**src/source/tq_pkg.sv**
```systemverilog
`default_nettype none

package tq_pkg;

    // coefficient width for levels, dequantized values and residuals
    localparam int COEF_W = 15;
    // reconstructed pixel width
    localparam int PIX_W = 8;
    // quantizer parameter width, legal range 0..51
    localparam int QP_W = 6;

    // saturation bounds for a signed coefficient
    localparam int COEF_MAX = (2 ** (COEF_W - 1)) - 1;
    localparam int COEF_MIN = -(2 ** (COEF_W - 1));

    // largest pixel value
    localparam int PIX_MAX = (2 ** PIX_W) - 1;

    // dequantization factors, indexed by qp % 6 and position class
    // class 0: row and col even, class 1: row and col odd, class 2: mixed
    localparam int LEVEL_SCALE [6][3] = '{
        '{10, 16, 13},
        '{11, 18, 14},
        '{13, 20, 16},
        '{14, 23, 18},
        '{16, 25, 20},
        '{18, 29, 23}
    };

    typedef logic signed [COEF_W-1:0] coef_t;
    typedef logic [PIX_W-1:0] pix_t;
    typedef logic [QP_W-1:0] qp_t;

    // 4x4 blocks in raster order, element index is row * 4 + col
    typedef coef_t [15:0] coef_blk_t;
    typedef pix_t [15:0] pix_blk_t;

    // request into the inverse path
    typedef struct packed {
        qp_t       qp;
        coef_blk_t level;
        pix_blk_t  pred;
    } itq_req_t;

    // dequantized block travelling with its prediction
    typedef struct packed {
        coef_blk_t coef;
        pix_blk_t  pred;
    } deq_blk_t;

endpackage

`default_nettype wire
```
**src/source/tq_idct_4x4.sv**
```systemverilog
`timescale 1ns/1ps
`default_nettype none

module tq_idct_4x4 import tq_pkg::*; (
    input  coef_blk_t coef_i,
    output coef_blk_t resid_o
);

    localparam int ROW_W = COEF_W + 2;

    // row pass results, tmp[row][col]
    logic signed [ROW_W-1:0] tmp [4][4];

    // horizontal pass, one butterfly per row
    for (genvar r = 0; r < 4; r++) begin : g_row
        tq_idct4h u_idct_h (
            .s0_i (coef_i[r*4+0]),
            .s1_i (coef_i[r*4+1]),
            .s2_i (coef_i[r*4+2]),
            .s3_i (coef_i[r*4+3]),
            .d0_o (tmp[r][0]),
            .d1_o (tmp[r][1]),
            .d2_o (tmp[r][2]),
            .d3_o (tmp[r][3])
        );
    end

    // vertical pass over the transposed intermediate
    // column c result k lands at raster position k*4+c
    for (genvar c = 0; c < 4; c++) begin : g_col
        tq_idct4v u_idct_v (
            .s0_i (tmp[0][c]),
            .s1_i (tmp[1][c]),
            .s2_i (tmp[2][c]),
            .s3_i (tmp[3][c]),
            .d0_o (resid_o[0*4+c]),
            .d1_o (resid_o[1*4+c]),
            .d2_o (resid_o[2*4+c]),
            .d3_o (resid_o[3*4+c])
        );
    end

endmodule

`default_nettype wire

```
**src/source/tq_idct4v.sv**
```systemverilog
`timescale 1ns/1ps
`default_nettype none

module tq_idct4v import tq_pkg::*; (
    input  logic signed [COEF_W+1:0] s0_i,
    input  logic signed [COEF_W+1:0] s1_i,
    input  logic signed [COEF_W+1:0] s2_i,
    input  logic signed [COEF_W+1:0] s3_i,
    output logic signed [COEF_W-1:0] d0_o,
    output logic signed [COEF_W-1:0] d1_o,
    output logic signed [COEF_W-1:0] d2_o,
    output logic signed [COEF_W-1:0] d3_o
);

    localparam int ROW_W = COEF_W + 2;
    // two more bits of headroom for the column sums
    localparam int ACC_W = ROW_W + 2;

    logic signed [ACC_W-1:0] s0_x, s1_x, s2_x, s3_x;
    logic signed [ACC_W-1:0] e0, e1, o0, o1;
    logic signed [ACC_W-1:0] r0, r1, r2, r3;
    logic signed [ACC_W-1:0] q0, q1, q2, q3;

    assign s0_x = s0_i;
    assign s1_x = s1_i;
    assign s2_x = s2_i;
    assign s3_x = s3_i;

    assign e0 = s0_x + s2_x;
    assign e1 = s0_x - s2_x;
    assign o0 = s1_x + (s3_x >>> 1);
    assign o1 = (s1_x >>> 1) - s3_x;

    // round to nearest before dropping 6 fraction bits
    assign r0 = e0 + o0 + ACC_W'(32);
    assign r1 = e1 + o1 + ACC_W'(32);
    assign r2 = e1 - o1 + ACC_W'(32);
    assign r3 = e0 - o0 + ACC_W'(32);

    assign q0 = r0 >>> 6;
    assign q1 = r1 >>> 6;
    assign q2 = r2 >>> 6;
    assign q3 = r3 >>> 6;

    assign d0_o = q0[COEF_W-1:0];
    assign d1_o = q1[COEF_W-1:0];
    assign d2_o = q2[COEF_W-1:0];
    assign d3_o = q3[COEF_W-1:0];

endmodule

`default_nettype wire

```
**src/source/tq_idct4h.sv**
```systemverilog
`timescale 1ns/1ps
`default_nettype none

module tq_idct4h import tq_pkg::*; (
    input  logic signed [COEF_W-1:0] s0_i,
    input  logic signed [COEF_W-1:0] s1_i,
    input  logic signed [COEF_W-1:0] s2_i,
    input  logic signed [COEF_W-1:0] s3_i,
    output logic signed [COEF_W+1:0] d0_o,
    output logic signed [COEF_W+1:0] d1_o,
    output logic signed [COEF_W+1:0] d2_o,
    output logic signed [COEF_W+1:0] d3_o
);

    localparam int ROW_W = COEF_W + 2;

    logic signed [ROW_W-1:0] s0_x, s1_x, s2_x, s3_x;
    logic signed [ROW_W-1:0] e0, e1, o0, o1;

    // sign extend before the adds
    assign s0_x = s0_i;
    assign s1_x = s1_i;
    assign s2_x = s2_i;
    assign s3_x = s3_i;

    // even part
    assign e0 = s0_x + s2_x;
    assign e1 = s0_x - s2_x;
    // odd part uses halved s1 and s3
    assign o0 = s1_x + (s3_x >>> 1);
    assign o1 = (s1_x >>> 1) - s3_x;

    assign d0_o = e0 + o0;
    assign d1_o = e1 + o1;
    assign d2_o = e1 - o1;
    assign d3_o = e0 - o0;

endmodule

`default_nettype wire

```
**config.mk**
```make
export PLATFORM = sky130hd
export DESIGN_NAME = tq_idct_4x4
export DESIGN_NICKNAME = d
export VERILOG_FILES = /design/src/source/tq_pkg.sv /design/src/source/tq_idct_4x4.sv /design/src/source/tq_idct4v.sv /design/src/source/tq_idct4h.sv
export SDC_FILE = /design/constraint.sdc
export NUM_CORES = 2
export LEC_CHECK = 0
export BUFFER_PORTS_ARGS = -buffer_cell sky130_fd_sc_hd__buf_2
export CORE_MARGIN = 2
export CORE_UTILIZATION = 45
export DETAILED_ROUTE_END_ITERATION = 7
export PLACE_DENSITY = 0.73
export SYNTH_ARGS = -nofsm -noshare
export SYNTH_HDL_FRONTEND = slang
export SYNTH_SLANG_ARGS = --single-unit
```
**constraint.sdc**
```tcl
create_clock -name vclk -period 15.85
set_input_delay 3.17 -clock vclk [all_inputs]
set_output_delay 3.17 -clock vclk [all_outputs]
set_load 0.02 [all_outputs]
```
After elaboration in Yosys (flattened, before gate mapping):

Index checks and enable logic that the tools add are counted.
Widths: inputs -> output; s select.

* muxes and demuxes: 0
* multiply operators: 0
* eq/ne operators: 0
* bitwise logic cells: 0
* divide/modulo/power cells: 0
* magnitude comparators: 0
* shift-type cells: 0
* reductions and logical operators: 0
* add/sub/neg operators: 80

Operators by type and width (count)
* $add 19x7->19 const B: 16
* $add 16x16->17: 8
* $sub 16x16->17: 8
* $add 18x18->19: 4
* $add 19x19->19: 4
* $sub 18x18->19: 4
* $sub 19x19->19: 4
* $add 17x16->18: 4
* $add 17x17->18: 4
* $sub 16x17->18: 4
* $sub 17x17->18: 4
* $add 15x14->16: 4
* $add 15x15->16: 4
* $sub 14x15->16: 4
* $sub 15x15->16: 4

* register bits: 0
* memories kept: 0
* RAM bits: 0
* input bits: 240
* ROM bits: 0
* logic and storage cells: 80
* bits in latches: 0

Longest topological paths before layout:

* depth in word-level cells: 5
* depth in mapped cells: 40
* gate-level depth less buffers: 38

Hierarchy:

Synthesis repeated with hierarchy kept, for this count alone.

* cell total of the unflattened synthesis: 7087
* area total of the unflattened synthesis: 51257.9 um^2

By module, submodules not included
* tq_idct4v at g_col[1].u_idct_v ...: area an instance 7101.8 um^2, times used 3, cells an instance 959
* tq_idct4h at g_row[2].u_idct_h ...: area an instance 5850.6 um^2, times used 2, cells an instance 842
* tq_idct4v at g_col[0].u_idct_v: area an instance 6736.5 um^2, times used 1, cells an instance 902
* tq_idct4h at g_row[1].u_idct_h: area an instance 5904.4 um^2, times used 1, cells an instance 829
* tq_idct4h at g_row[0].u_idct_h: area an instance 5610.4 um^2, times used 1, cells an instance 795

Least setup slack after synthesis:

Ideal clock, no wire load.

* kind: input -> output
* from: input coef_i[76] (netlist bit)
* to: output resid_o[28] (netlist bit)
* arrival time: 10.360 ns
* path slack: 2.320 ns
* buffers on the path: 4
* required time: 12.680 ns
* cell stages on the path: 39
* cell sequence: inv_1 ha_1 inv_1 fa_1 a21o_1 a21oi_1 o21bai_1 a21oi_1 o21bai_1 a21oi_1 o21ai_0 or2_2 xor2_1 ha_1 buf_2 inv_1 clkbuf_1 o21ai_0 [3 not listed] clkbuf_1 a21o_1 or2_2 o21ai_0 a211oi_1 o21a_1 nor2_1 xor2_1 ha_1 inv_1 ha_1 nand2_1 a211oi_1 o31a_1 o21ai_0 nand2b_1 xnor2_1 buf_4

RTL lines
* from (decl): RTL line tq_idct_4x4.sv:5 `input coef_blk_t coef_i,`
* to (decl): RTL line tq_idct_4x4.sv:6 `output coef_blk_t resid_o`

==> impl_metrics.csv <==
group,metric,value,unit
synthesis,yosysMostFrequentCell,"ha_1",
die,fp.dieArea,0.106,mm2
setup_path,critPathBufInv,4,
synthesis,seq_area_frac_synth,0,
die,row_count,117,
setup_path,endpoint_kind,"output port",
place,place_ws,1.49,ns
layout,syn_to_final_growth,7.73,%
synthesis,synthTopCellsByArea,"ha_1 (34%), xnor2_1 (10%), inv_1 (7.7%), a21oi_1 (5.2%), xor2_1 (4.4%)",
synthesis,synth_warnings,0,
route,ant_nets,0,
grt,grt_pass1_wl,235,mm
status,status,"finished clean",
timing,setup_violations,0,
clocking,holdBufCountCts,0,
synthesis,yosys.area_share.simple,0.158,
setup_path,crit_cells,34,
synthesis,synth_top_cell_area_share,0.345,
grt,antenna_found_initial,45,
clocking,cts_resized,0,
timing,timing.slew.headroom,0.174,
die,coreArea,0.102,mm2
die,fp.dieW,325,um
synthesis,synth_fp_nets,7904,
route,wl,155,mm
place,place_area,0.0500,mm2
setup_path,required,12.68,ns
layout,final_util,0.490,
route,drt_iter0_drc,3278,
worst_hold_path,min_path_cells,9,
timing,worst_pin_slew,1.21,ns
timing,finalCritPeriodShare,0.920,
layout,drive_above_1_share,0.0885,
timing,layout_setup_ws,1.27,ns
run,drv_cap,0,
grt,grt_max_degree,19,
route,num_vias,45357,
synthesis,synth_top_area_cell,"ha_1",
timing,fmax,68.6,MHz
timing,period_needed,14.58,ns
route,via_per_inst,5.61,
timing,hold_violations,0,
setup_path,path_delay_family,"compound AO/OA/AOI/OAI gates",
place,place_congestion,1.11,
die,initial_utilization,0.455,
setup_path,cp-start-kind,"input pin",
synthesis,syn_area_per_cell,7.34,um2
worst_hold_path,hp-class,"in2out",
grt,grt_usage,0.277,
route,drt_pre_antenna_iters,7,
synthesis,synth_compound_area_frac,0.235,
synthesis,synth_commonest_cells,"ha_1 (1282), inv_1 (958), xnor2_1 (542), nor2_1 (523), a21oi_1 (484)",
setup_path,crit_arrival,11.41,ns
route,wire_per_inst,19.2,um
grt,overflow,0,
synthesis,synth.cell_area,0.0465,mm2
synthesis,synth_top_family_by_area,"adder cells",
route,drcViolationCount,0,
layout,clock_buffer_count,0,
synthesis,post_synth_mux_area_share,0.00266,
timing,rsz0062_at_grt,"no",
setup_path,crit_type,"in2out",
place,dp_hpwl,140,mm
timing,fin_tns_setup,0,ns
die,pin_count,480,
synthesis,synth_xor_area_frac,0.146,
setup_path,critPathMaxFanout,13,
setup_path,cp_slowest_cell,"xnor2_1",
place,portBuffers,480,
setup_path,cpPeakStageDelay,0.63,ns
layout,seqCellArea,0,um2
layout,fin_area,0.0501,mm2
layout,finalNetCount,8262,
synthesis,ys_types,104,
synthesis,synthAdderAreaFrac,0.367,
clocking,post_cts_buffers,0,
grt,grt_pass1_vias,43023,
die,die_h,325,um
timing,final-max-slew-violation-count,0,
layout,seq_cells,0,
synthesis,syn-instance-count,6334,
## path summary, 6_finish.rpt
check	start	slack (ns)	to
setup / recovery	coef_i[226]	1.27	resid_o[13]
hold / removal	coef_i[195]	7.69	resid_o[60]
## layer usage
metal / GRT usage / part of all wire / up-vias
met4: 0.0937 / 0.038 / 18
met5: 0 / 0.00072 / -
li1: - / - / 22564
met3: 0.0274 / 0.055 / 231
met1: 0.356 / 0.44 / 21252
met2: 0.482 / 0.46 / 1292
## through the flow
stage / hold slack (ns) / cells
after floorplan: 7.21 / 6334
after detailed placement: 7.72 / 8058
after global routing: 7.76 / 8070
after CTS: 7.72 / 8058
final: 7.69 / 8084
after global placement: 7.71 / 8058
## final cells by class
type               count  area (um2)
diodes                26        65.1
repair buffers       487        2450
well taps           1368        1710
multi-input cells   5240       42200
fillers            10445       52100
inverters            963        3610
## kinds of logic after synthesis
| family | Yosys count |
|---|---|
| XOR/XNOR | 775 |
| buffers and inverters | 1094 |
| adder cells (fa/ha/maj) | 1336 |
| AO/OA/AOI/OAI | 1626 |
| multiplexers | 12 |
| AND/OR/NAND/NOR | 1491 |
## cell usage in the layout, fill, tap and decap left out, types with 48 or more instances in the layout
| cell type | count |
|---|---|
| ha_1 | 1282 |
| inv_1 | 958 |
| xnor2_1 | 542 |
| nor2_1 | 523 |
| a21oi_1 | 484 |
| buf_2 | 480 |
| xor2_1 | 232 |
| o21ai_0 | 230 |
| nand2_1 | 193 |
| nor3_1 | 185 |
| o21bai_1 | 168 |
| a21o_1 | 140 |
| o21a_1 | 118 |
| nor2b_1 | 112 |
| nand2b_1 | 107 |
| nand3_1 | 81 |
| or3_1 | 70 |
| and3_1 | 56 |
| fa_1 | 48 |
