### config.mk
export PLATFORM = sky130hd
export DESIGN_NAME = tq_recon_4x4
export DESIGN_NICKNAME = d
export VERILOG_FILES = /design/src/source/tq_pkg.sv /design/src/source/tq_recon_4x4.sv
export SDC_FILE = /design/constraint.sdc
export NUM_CORES = 1
export LEC_CHECK = 0
export BUFFER_PORTS_ARGS = -buffer_cell sky130_fd_sc_hd__buf_2
export CAP_MARGIN = 0
export CORE_AREA = 4 4 194 196
export DETAILED_ROUTE_END_ITERATION = 8
export DIE_AREA = 0 0 198 200
export PLACE_DENSITY = 0.6
export SKIP_CTS_REPAIR_TIMING = 1
export SYNTH_ARGS = -nofsm -noshare
export SYNTH_HDL_FRONTEND = slang
export SYNTH_SLANG_ARGS = --single-unit
### constraint.sdc
create_clock -name clk_i -period 6.9 [get_ports clk_i]
set_clock_uncertainty 0.1 [all_clocks]
set_input_delay 0 -clock clk_i [delete_from_list [all_inputs] [get_ports clk_i]]
set_output_delay 0 -clock clk_i [all_outputs]
set_load 0.05 [all_outputs]
### src/source/tq_pkg.sv
`default_nettype none

package tq_pkg;

    // coefficient width for levels, dequantized values and residuals
    localparam int COEF_W = 15;
    // reconstructed pixel width
    localparam int PIX_W = 8;
    // quantizer parameter width, legal range 0..51
    localparam int QP_W = 6;

    // saturation bounds for a signed coefficient
    localparam int COEF_MAX = (2 ** (COEF_W - 1)) - 1;
    localparam int COEF_MIN = -(2 ** (COEF_W - 1));

    // largest pixel value
    localparam int PIX_MAX = (2 ** PIX_W) - 1;

    // dequantization factors, indexed by qp % 6 and position class
    // class 0: row and col even, class 1: row and col odd, class 2: mixed
    localparam int LEVEL_SCALE [6][3] = '{
        '{10, 16, 13},
        '{11, 18, 14},
        '{13, 20, 16},
        '{14, 23, 18},
        '{16, 25, 20},
        '{18, 29, 23}
    };

    typedef logic signed [COEF_W-1:0] coef_t;
    typedef logic [PIX_W-1:0] pix_t;
    typedef logic [QP_W-1:0] qp_t;

    // 4x4 blocks in raster order, element index is row * 4 + col
    typedef coef_t [15:0] coef_blk_t;
    typedef pix_t [15:0] pix_blk_t;

    // request into the inverse path
    typedef struct packed {
        qp_t       qp;
        coef_blk_t level;
        pix_blk_t  pred;
    } itq_req_t;

    // dequantized block travelling with its prediction
    typedef struct packed {
        coef_blk_t coef;
        pix_blk_t  pred;
    } deq_blk_t;

endpackage

`default_nettype wire
### src/source/tq_recon_4x4.sv
`timescale 1ns/1ps
`default_nettype none

module tq_recon_4x4 import tq_pkg::*; (
    input  logic      clk_i,
    input  logic      arst_n_i,

    input  logic      deq_valid_i,
    output logic      deq_ready_o,
    input  coef_blk_t resid_i,
    input  pix_blk_t  pred_i,

    output logic      pix_valid_o,
    input  logic      pix_ready_i,
    output pix_blk_t  pix_o
);

    pix_blk_t recon;
    logic     valid_q;
    pix_blk_t pix_q;

    // residual plus prediction, clipped to the pixel range
    always_comb begin
        logic signed [COEF_W:0] sum;
        for (int i = 0; i < 16; i++) begin
            sum = resid_i[i] + $signed({1'b0, pred_i[i]});
            if (sum < 0) begin
                recon[i] = '0;
            end else if (sum > PIX_MAX) begin
                recon[i] = pix_t'(PIX_MAX);
            end else begin
                recon[i] = sum[PIX_W-1:0];
            end
        end
    end

    assign deq_ready_o = !valid_q || pix_ready_i;

    always_ff @(posedge clk_i or negedge arst_n_i) begin
        if (!arst_n_i) begin
            valid_q <= 1'b0;
        end else if (deq_ready_o) begin
            valid_q <= deq_valid_i;
        end
    end

    // block is held unchanged while the sink stalls
    always_ff @(posedge clk_i) begin
        if (deq_valid_i && deq_ready_o) begin
            pix_q <= recon;
        end
    end

    assign pix_valid_o = valid_q;
    assign pix_o       = pix_q;

endmodule

`default_nettype wire

== Word-level counts from Yosys, hierarchy flattened ==
Index checks and enable logic that the tools add are counted.
W data, S select, Z words.

* Flip-flop bits (word level): 129
* Input port bits: 372
* Output and inout bits: 130
* Word-level logic and storage cells: 84

* Add/subtract/negate cells: 16
* Order comparisons: 32
* Mux-type cells: 16
* Reduce and logical (&&, ||, !) cells: 3

{| class="wikitable"
|+ Operators with widths
! operator !! count
|-
| $add A15 B9 Y16 || 16
|-
| $gt A16 B9 Y1 const B || 16
|-
| $lt A16 B1 Y1 const B || 16
|-
| $mux W8 || 16
|-
| $logic_and A1 B1 Y1 || 1
|-
| $logic_not A1 Y1 || 1
|-
| $logic_or A1 B1 Y1 || 1
|}

== Logic depth before layout (Yosys ltp) ==
* Depth in word-level cells: 3
* Depth in mapped cells: 10
* Depth with buffers taken out: 9

== Worst setup path after synthesis ==
No wires, ideal clock.

* Path type: reg2reg
* From: reg valid_q (netlist: pix_valid_o)
* To: reg pix_q (netlist bit pix_o[0]) (enable)
* Setup time: 0.502 ns
* Data arrival time: 4.079 ns
* Data required time: 6.298 ns
* Slack: 2.219 ns
* Cell stages (with the launch flop): 3
* Path buffers: 0
* Period minus slack after synthesis: 4.681 ns
* Path through: dfrtp_1 > nand2b_1 > and2_1

* Cells in the longest elaborated chain, start to end: 3

{| class="wikitable"
|+ Ends and longest elaborated chain
! element !! line !! source
|-
| start: declaration || tq_recon_4x4.sv:19 || <nowiki>logic valid_q;</nowiki>
|-
| start signal: assignment || tq_recon_4x4.sv:43 || <nowiki>valid_q <= deq_valid_i;</nowiki>
|-
| $logic_not A1 Y1 || tq_recon_4x4.sv:37 || <nowiki>assign deq_ready_o = !valid_q || pix_ready_i;</nowiki>
|-
| $logic_or A1 B1 Y1 || tq_recon_4x4.sv:37 ||
|-
| via deq_ready_o || tq_recon_4x4.sv:9 || <nowiki>output logic deq_ready_o,</nowiki>
|-
| $logic_and A1 B1 Y1 || tq_recon_4x4.sv:49 || <nowiki>if (deq_valid_i && deq_ready_o) begin</nowiki>
|-
| end signal: assignment || tq_recon_4x4.sv:50 || <nowiki>pix_q <= recon;</nowiki>
|-
| end: declaration || tq_recon_4x4.sv:20 || <nowiki>pix_blk_t pix_q;</nowiki>
|}

The timed path passes the listed nets, and every way through them passes these cells.
A chain may end at the register's enable or synchronous reset.

== Final worst setup path ==
* From: in resid_i[60] (netlist bit)
* To: reg pix_q (netlist bit pix_o[33]) (data pin)

* Cells in the longest elaborated chain, start to end: 3
* Elaborated cells between the ends (all ways): 4
* Classes of those cells: add/sub: 1; order compare: 2; mux: 1

{| class="wikitable"
|+ Ends and longest elaborated chain
! element !! line !! source
|-
| start: declaration || tq_recon_4x4.sv:10 || <nowiki>input coef_blk_t resid_i,</nowiki>
|-
| $add A15 B9 Y16 * || tq_recon_4x4.sv:26 || <nowiki>sum = resid_i[i] + $signed({1'b0, pred_i[i]});</nowiki>
|-
| $gt A16 B9 Y1 || tq_recon_4x4.sv:29 || <nowiki>end else if (sum > PIX_MAX) begin</nowiki>
|-
| $mux W8 || tq_recon_4x4.sv:29 ||
|}

Mark *: on every way between the ends. The rest lies on a longest branch, timed or not.

==> summary.md <==
| Metric | Value |
|---|---|
| Rows | 70 |
| R2r setup slk | 4310 ps |
| Yosys cell types | 75 |
| Hpwl dp | 33.5 mm |
| RSZ-0062 raised after global routing | no |
| Final wirelength | 40.3 mm |
| Max Slew Vio Count | 0 |
| Max Cap Violations | 0 |
| First-pass GRT wire length | 58.5 mm |
| Post-synth ARST share | 0.00775 |
| Simple-gate area share of the yosys netlist | 0.142 |
| FF-to-FF Start | pix_valid_o$_DFFE_PN0N_ |
| Failing checks | negative hold slack |
| DRT Pass-1 Iters | 5 |
| Cell mode on critical path | a21oi_1 |
| Fin nets | 2,340 |
| CP required | 6970 ps |
| Worst R2R End | pix_o[30]$_SDFFCE_PP0P_ |
| Min setup slack post-route | 3350 ps |
| Fin crit period | 3550 ps |
| # DRC | 0 |
| Worst setup SP type | input port |
| Tot GR Track Use | 0.185 |
| Syn_area_per_cell | 9.38 µm² |
| Initial DRC count | 576 |
| TritonCTS clock tree | built |
| CP top delay family | compound AO/OA/AOI/OAI gates |
| Root Buffer | clkbuf_16 |
| Chip Height | 200 µm |
| WP data arrival | 3620 ps |
| Die ar. | 39,600 µm² |
| Total gr overflow | 0 |
| Layout cells sized above 1 | 0.300 |
| Top-area cell type share of the netlist area | 0.321 |
| Adder-cell share of the synthesized area | 0.161 |
| Final setup TNS | 0 ps |
| Hold Crit Start | pred_i[64] |
| Worst vdd ir | 154 µV |
| Hold/Removal Path Class | input port to flip-flop |
| Relative slew slack | 0.235 |
| Synth cell count leaders | a21oi_1, edfxtp_1, ha_1 |
| Area grow syn2layout | 34.4% |
| Htree depth | 4 |
| NetSw | 1.01 mW |
| Register area share after synthesis | 0.323 |
| Post-synth EDFFs | 128 |
| ANT nets after route | 0 |
| Worst slew pin tran | 1140 ps |
| Vias | 12.2k |
| Hold Path Depth | 4 |
| Hold endpoint | pix_o[64]$_SDFFCE_PP0P_ |
| Sequential power share | 0.314 |
| Final-report setup violation count | 0 |
| Antenna violations before repair | 15 |
| R2r worst-path depth | 3 |
| CP bufs+invs | 3 |
| Syn_nets | 1,791 |
| Yosys reg bits | 129 |
| I/O Buffers | 501 |
| Crit path capture type | flip-flop |
| Maximum clock insertion buffer count | 2 |
| Vias in the first global route | 11.2k |
| Min Hold Slack | -73.9 ps |
| Later-pin clock latency in the skew report | 420 ps |
| Mapped cell area | 12,000 µm² |
| Final Hold Viols | 7 |
| Main flop type after synthesis | edfxtp_1 |
| Routed vias/inst | 5.28 |
| Pin count of the biggest net entering global routing | 67 |
| Largest family of logic cells by synthesized area | compound AO/OA/AOI/OAI gates |
| Clk network pwr share | 0.338 |
| Mux contribution to synthesized area | 0.00847 |
| Worst slack, placed | 3710 ps |
| Gp weighted congestion | 0.924 |
| Util after Layout | 0.445 |
| XOR/XNOR share of the synthesized area | 0.0747 |
| Die Wd | 198 µm |
| Crit Path Class | input port to flip-flop |
| Pleak | 7.23 nW |
| Complex-gate fraction of the synthesized area | 0.271 |
| Initial Util | 0.331 |
| Outcome | complete, but fails checks |
| Comb power frac | 0.348 |
| Crit path largest cell delay | 580 ps |
| Gate count after technology mapping | 1,275 |
| Most common cell in the synthesized netlist | a21oi_1 |
| Fmax achieved | 281 MHz |
| CTS Buf Count | 17 |
| # clock sinks | 129 |
| IO Count | 502 |
| Sw Ratio | 0.338 |
| Syn. warnings | 0 |
| Core area | 36,100 µm² |
| Routed len/inst | 17.4 µm |
| Crit-path cells | dlygate4sd3_1 > buf_2 > ha_1 > fa_1 > a21oi_1 > nor2b_1 > a311oi_1 > a21oi_1 > a21bo_2 > a21oi_1 > o221ai_1 > dlygate4sd3_1 |
| PwrDens | 186 nW/µm² |
| Fin crit share | 0.515 |
| CTS clk-pin slew, worst paths | 70 ps |
| Top cell type by total area after synthesis | edfxtp_1 |
| Tot Pwr | 2.99 mW |
| Synth area leaders | edfxtp_1, ha_1, a21oi_1 |
| Crit path max-delay cell type | dlygate4sd3_1 |
| Internal power | 1.98 mW |
| CP max FO | 8 |
[metal layers]
metal  up-vias  track usage  share of wire
met5         -            0         0.0020
met4        16       0.0691          0.031
met2       420        0.325           0.50
met3        75       0.0524          0.074
met1      5632        0.214           0.39
li1       6062            -              -
[how the worst max path moves through the flow]
| stage | cells past startpoint | slack [ps] | end | start |
|---|---|---|---|---|
| 6_report | 12 | 3350 | pix_o[33]$_SDFFCE_PP0P_ | resid_i[60] |
| 3_5_place_dp | 10 | 3710 | pix_o[94]$_SDFFCE_PP0P_ | resid_i[165] |
| 2_1_floorplan | 2 | 2220 | pix_o[0]$_SDFFCE_PP0P_ | pix_valid_o$_DFFE_PN0N_ |
| 4_1_cts | 10 | 4140 | pix_o[6]$_SDFFCE_PP0P_ | resid_i[0] |
| 5_1_grt | 12 | 3170 | pix_o[33]$_SDFFCE_PP0P_ | resid_i[60] |
| 3_3_place_gp | 10 | 3730 | pix_o[0]$_SDFFCE_PP0P_ | resid_i[0] |
[cell families after synthesis]
family,count (synthesis)
DFF,129
xor gates and xnor gates,102
buffers and inverters,60
muxes,10
and+or+nand+nor,349
AOI/OAI and AO/OA,481
adders and majority gates,144
[cells in the final DEF (no fill, tap or decap), drive strengths merged, types with 13 or more instances in the layout]
cell type / netlist / final
fa: 16 / 16
nand2: 92 / 92
and3: 19 / 19
clkbuf: 4 / 18
nor3: 29 / 29
o21ai: 75 / 75
nor2: 96 / 96
inv: 48 / 49
xnor2: 61 / 61
buf: 8 / 502
ha: 128 / 128
a21oi: 129 / 129
dlygate4sd3: 0 / 40
o211ai: 17 / 17
o21a: 54 / 54
a211oi: 19 / 19
a31oi: 22 / 22
xor2: 41 / 41
nand4: 13 / 13
edfxtp: 128 / 128
nand3: 40 / 40
a21o: 55 / 55
[metrics by stage]
stage          instance area [µm²]  instances
2_1_floorplan                12000       1275
3_3_place_gp                 15000       2233
3_5_place_dp                 15000       2233
4_1_cts                      15700       2265
5_1_grt                      16100       2312
6_report                     16100       2312
[layout make-up]
| cell class | count | area (µm²) |
|---|---|---|
| flip-flops and latches | 129 | 3870 |
| repair buffers | 542 | 2920 |
| clock inverters | 14 | 213 |
| fillers | 3581 | 20000 |
| clock buffers | 18 | 429 |
| multi-input cells | 1086 | 7870 |
| well taps | 468 | 586 |
| diodes | 7 | 17.5 |
| inverters | 48 | 180 |
[flip-flops by register name (all words and copies together), names as in the netlist]
| name | cells |
|---|---|
| pix_valid_o | 1 |
| pix_o | 128 |
[worst min-delay path, delay by kind of cell]
kind            cells  cell delay [ps]
buf+inv             2              120
fa+ha+maj           1              110
compound gates      1              110
[power by group through the flow]
stage	Combinational (mW)	Clock, mW	Sequential, mW
2_1_floorplan	0.532	0	1.12
3_3_place_gp	0.999	0	0.955
3_5_place_dp	1.01	0	0.955
4_1_cts	1.01	1.03	0.939
5_1_grt	1.14	1.06	0.942
6_report	1.04	1.01	0.938
(Power assumes the default switching activity.)
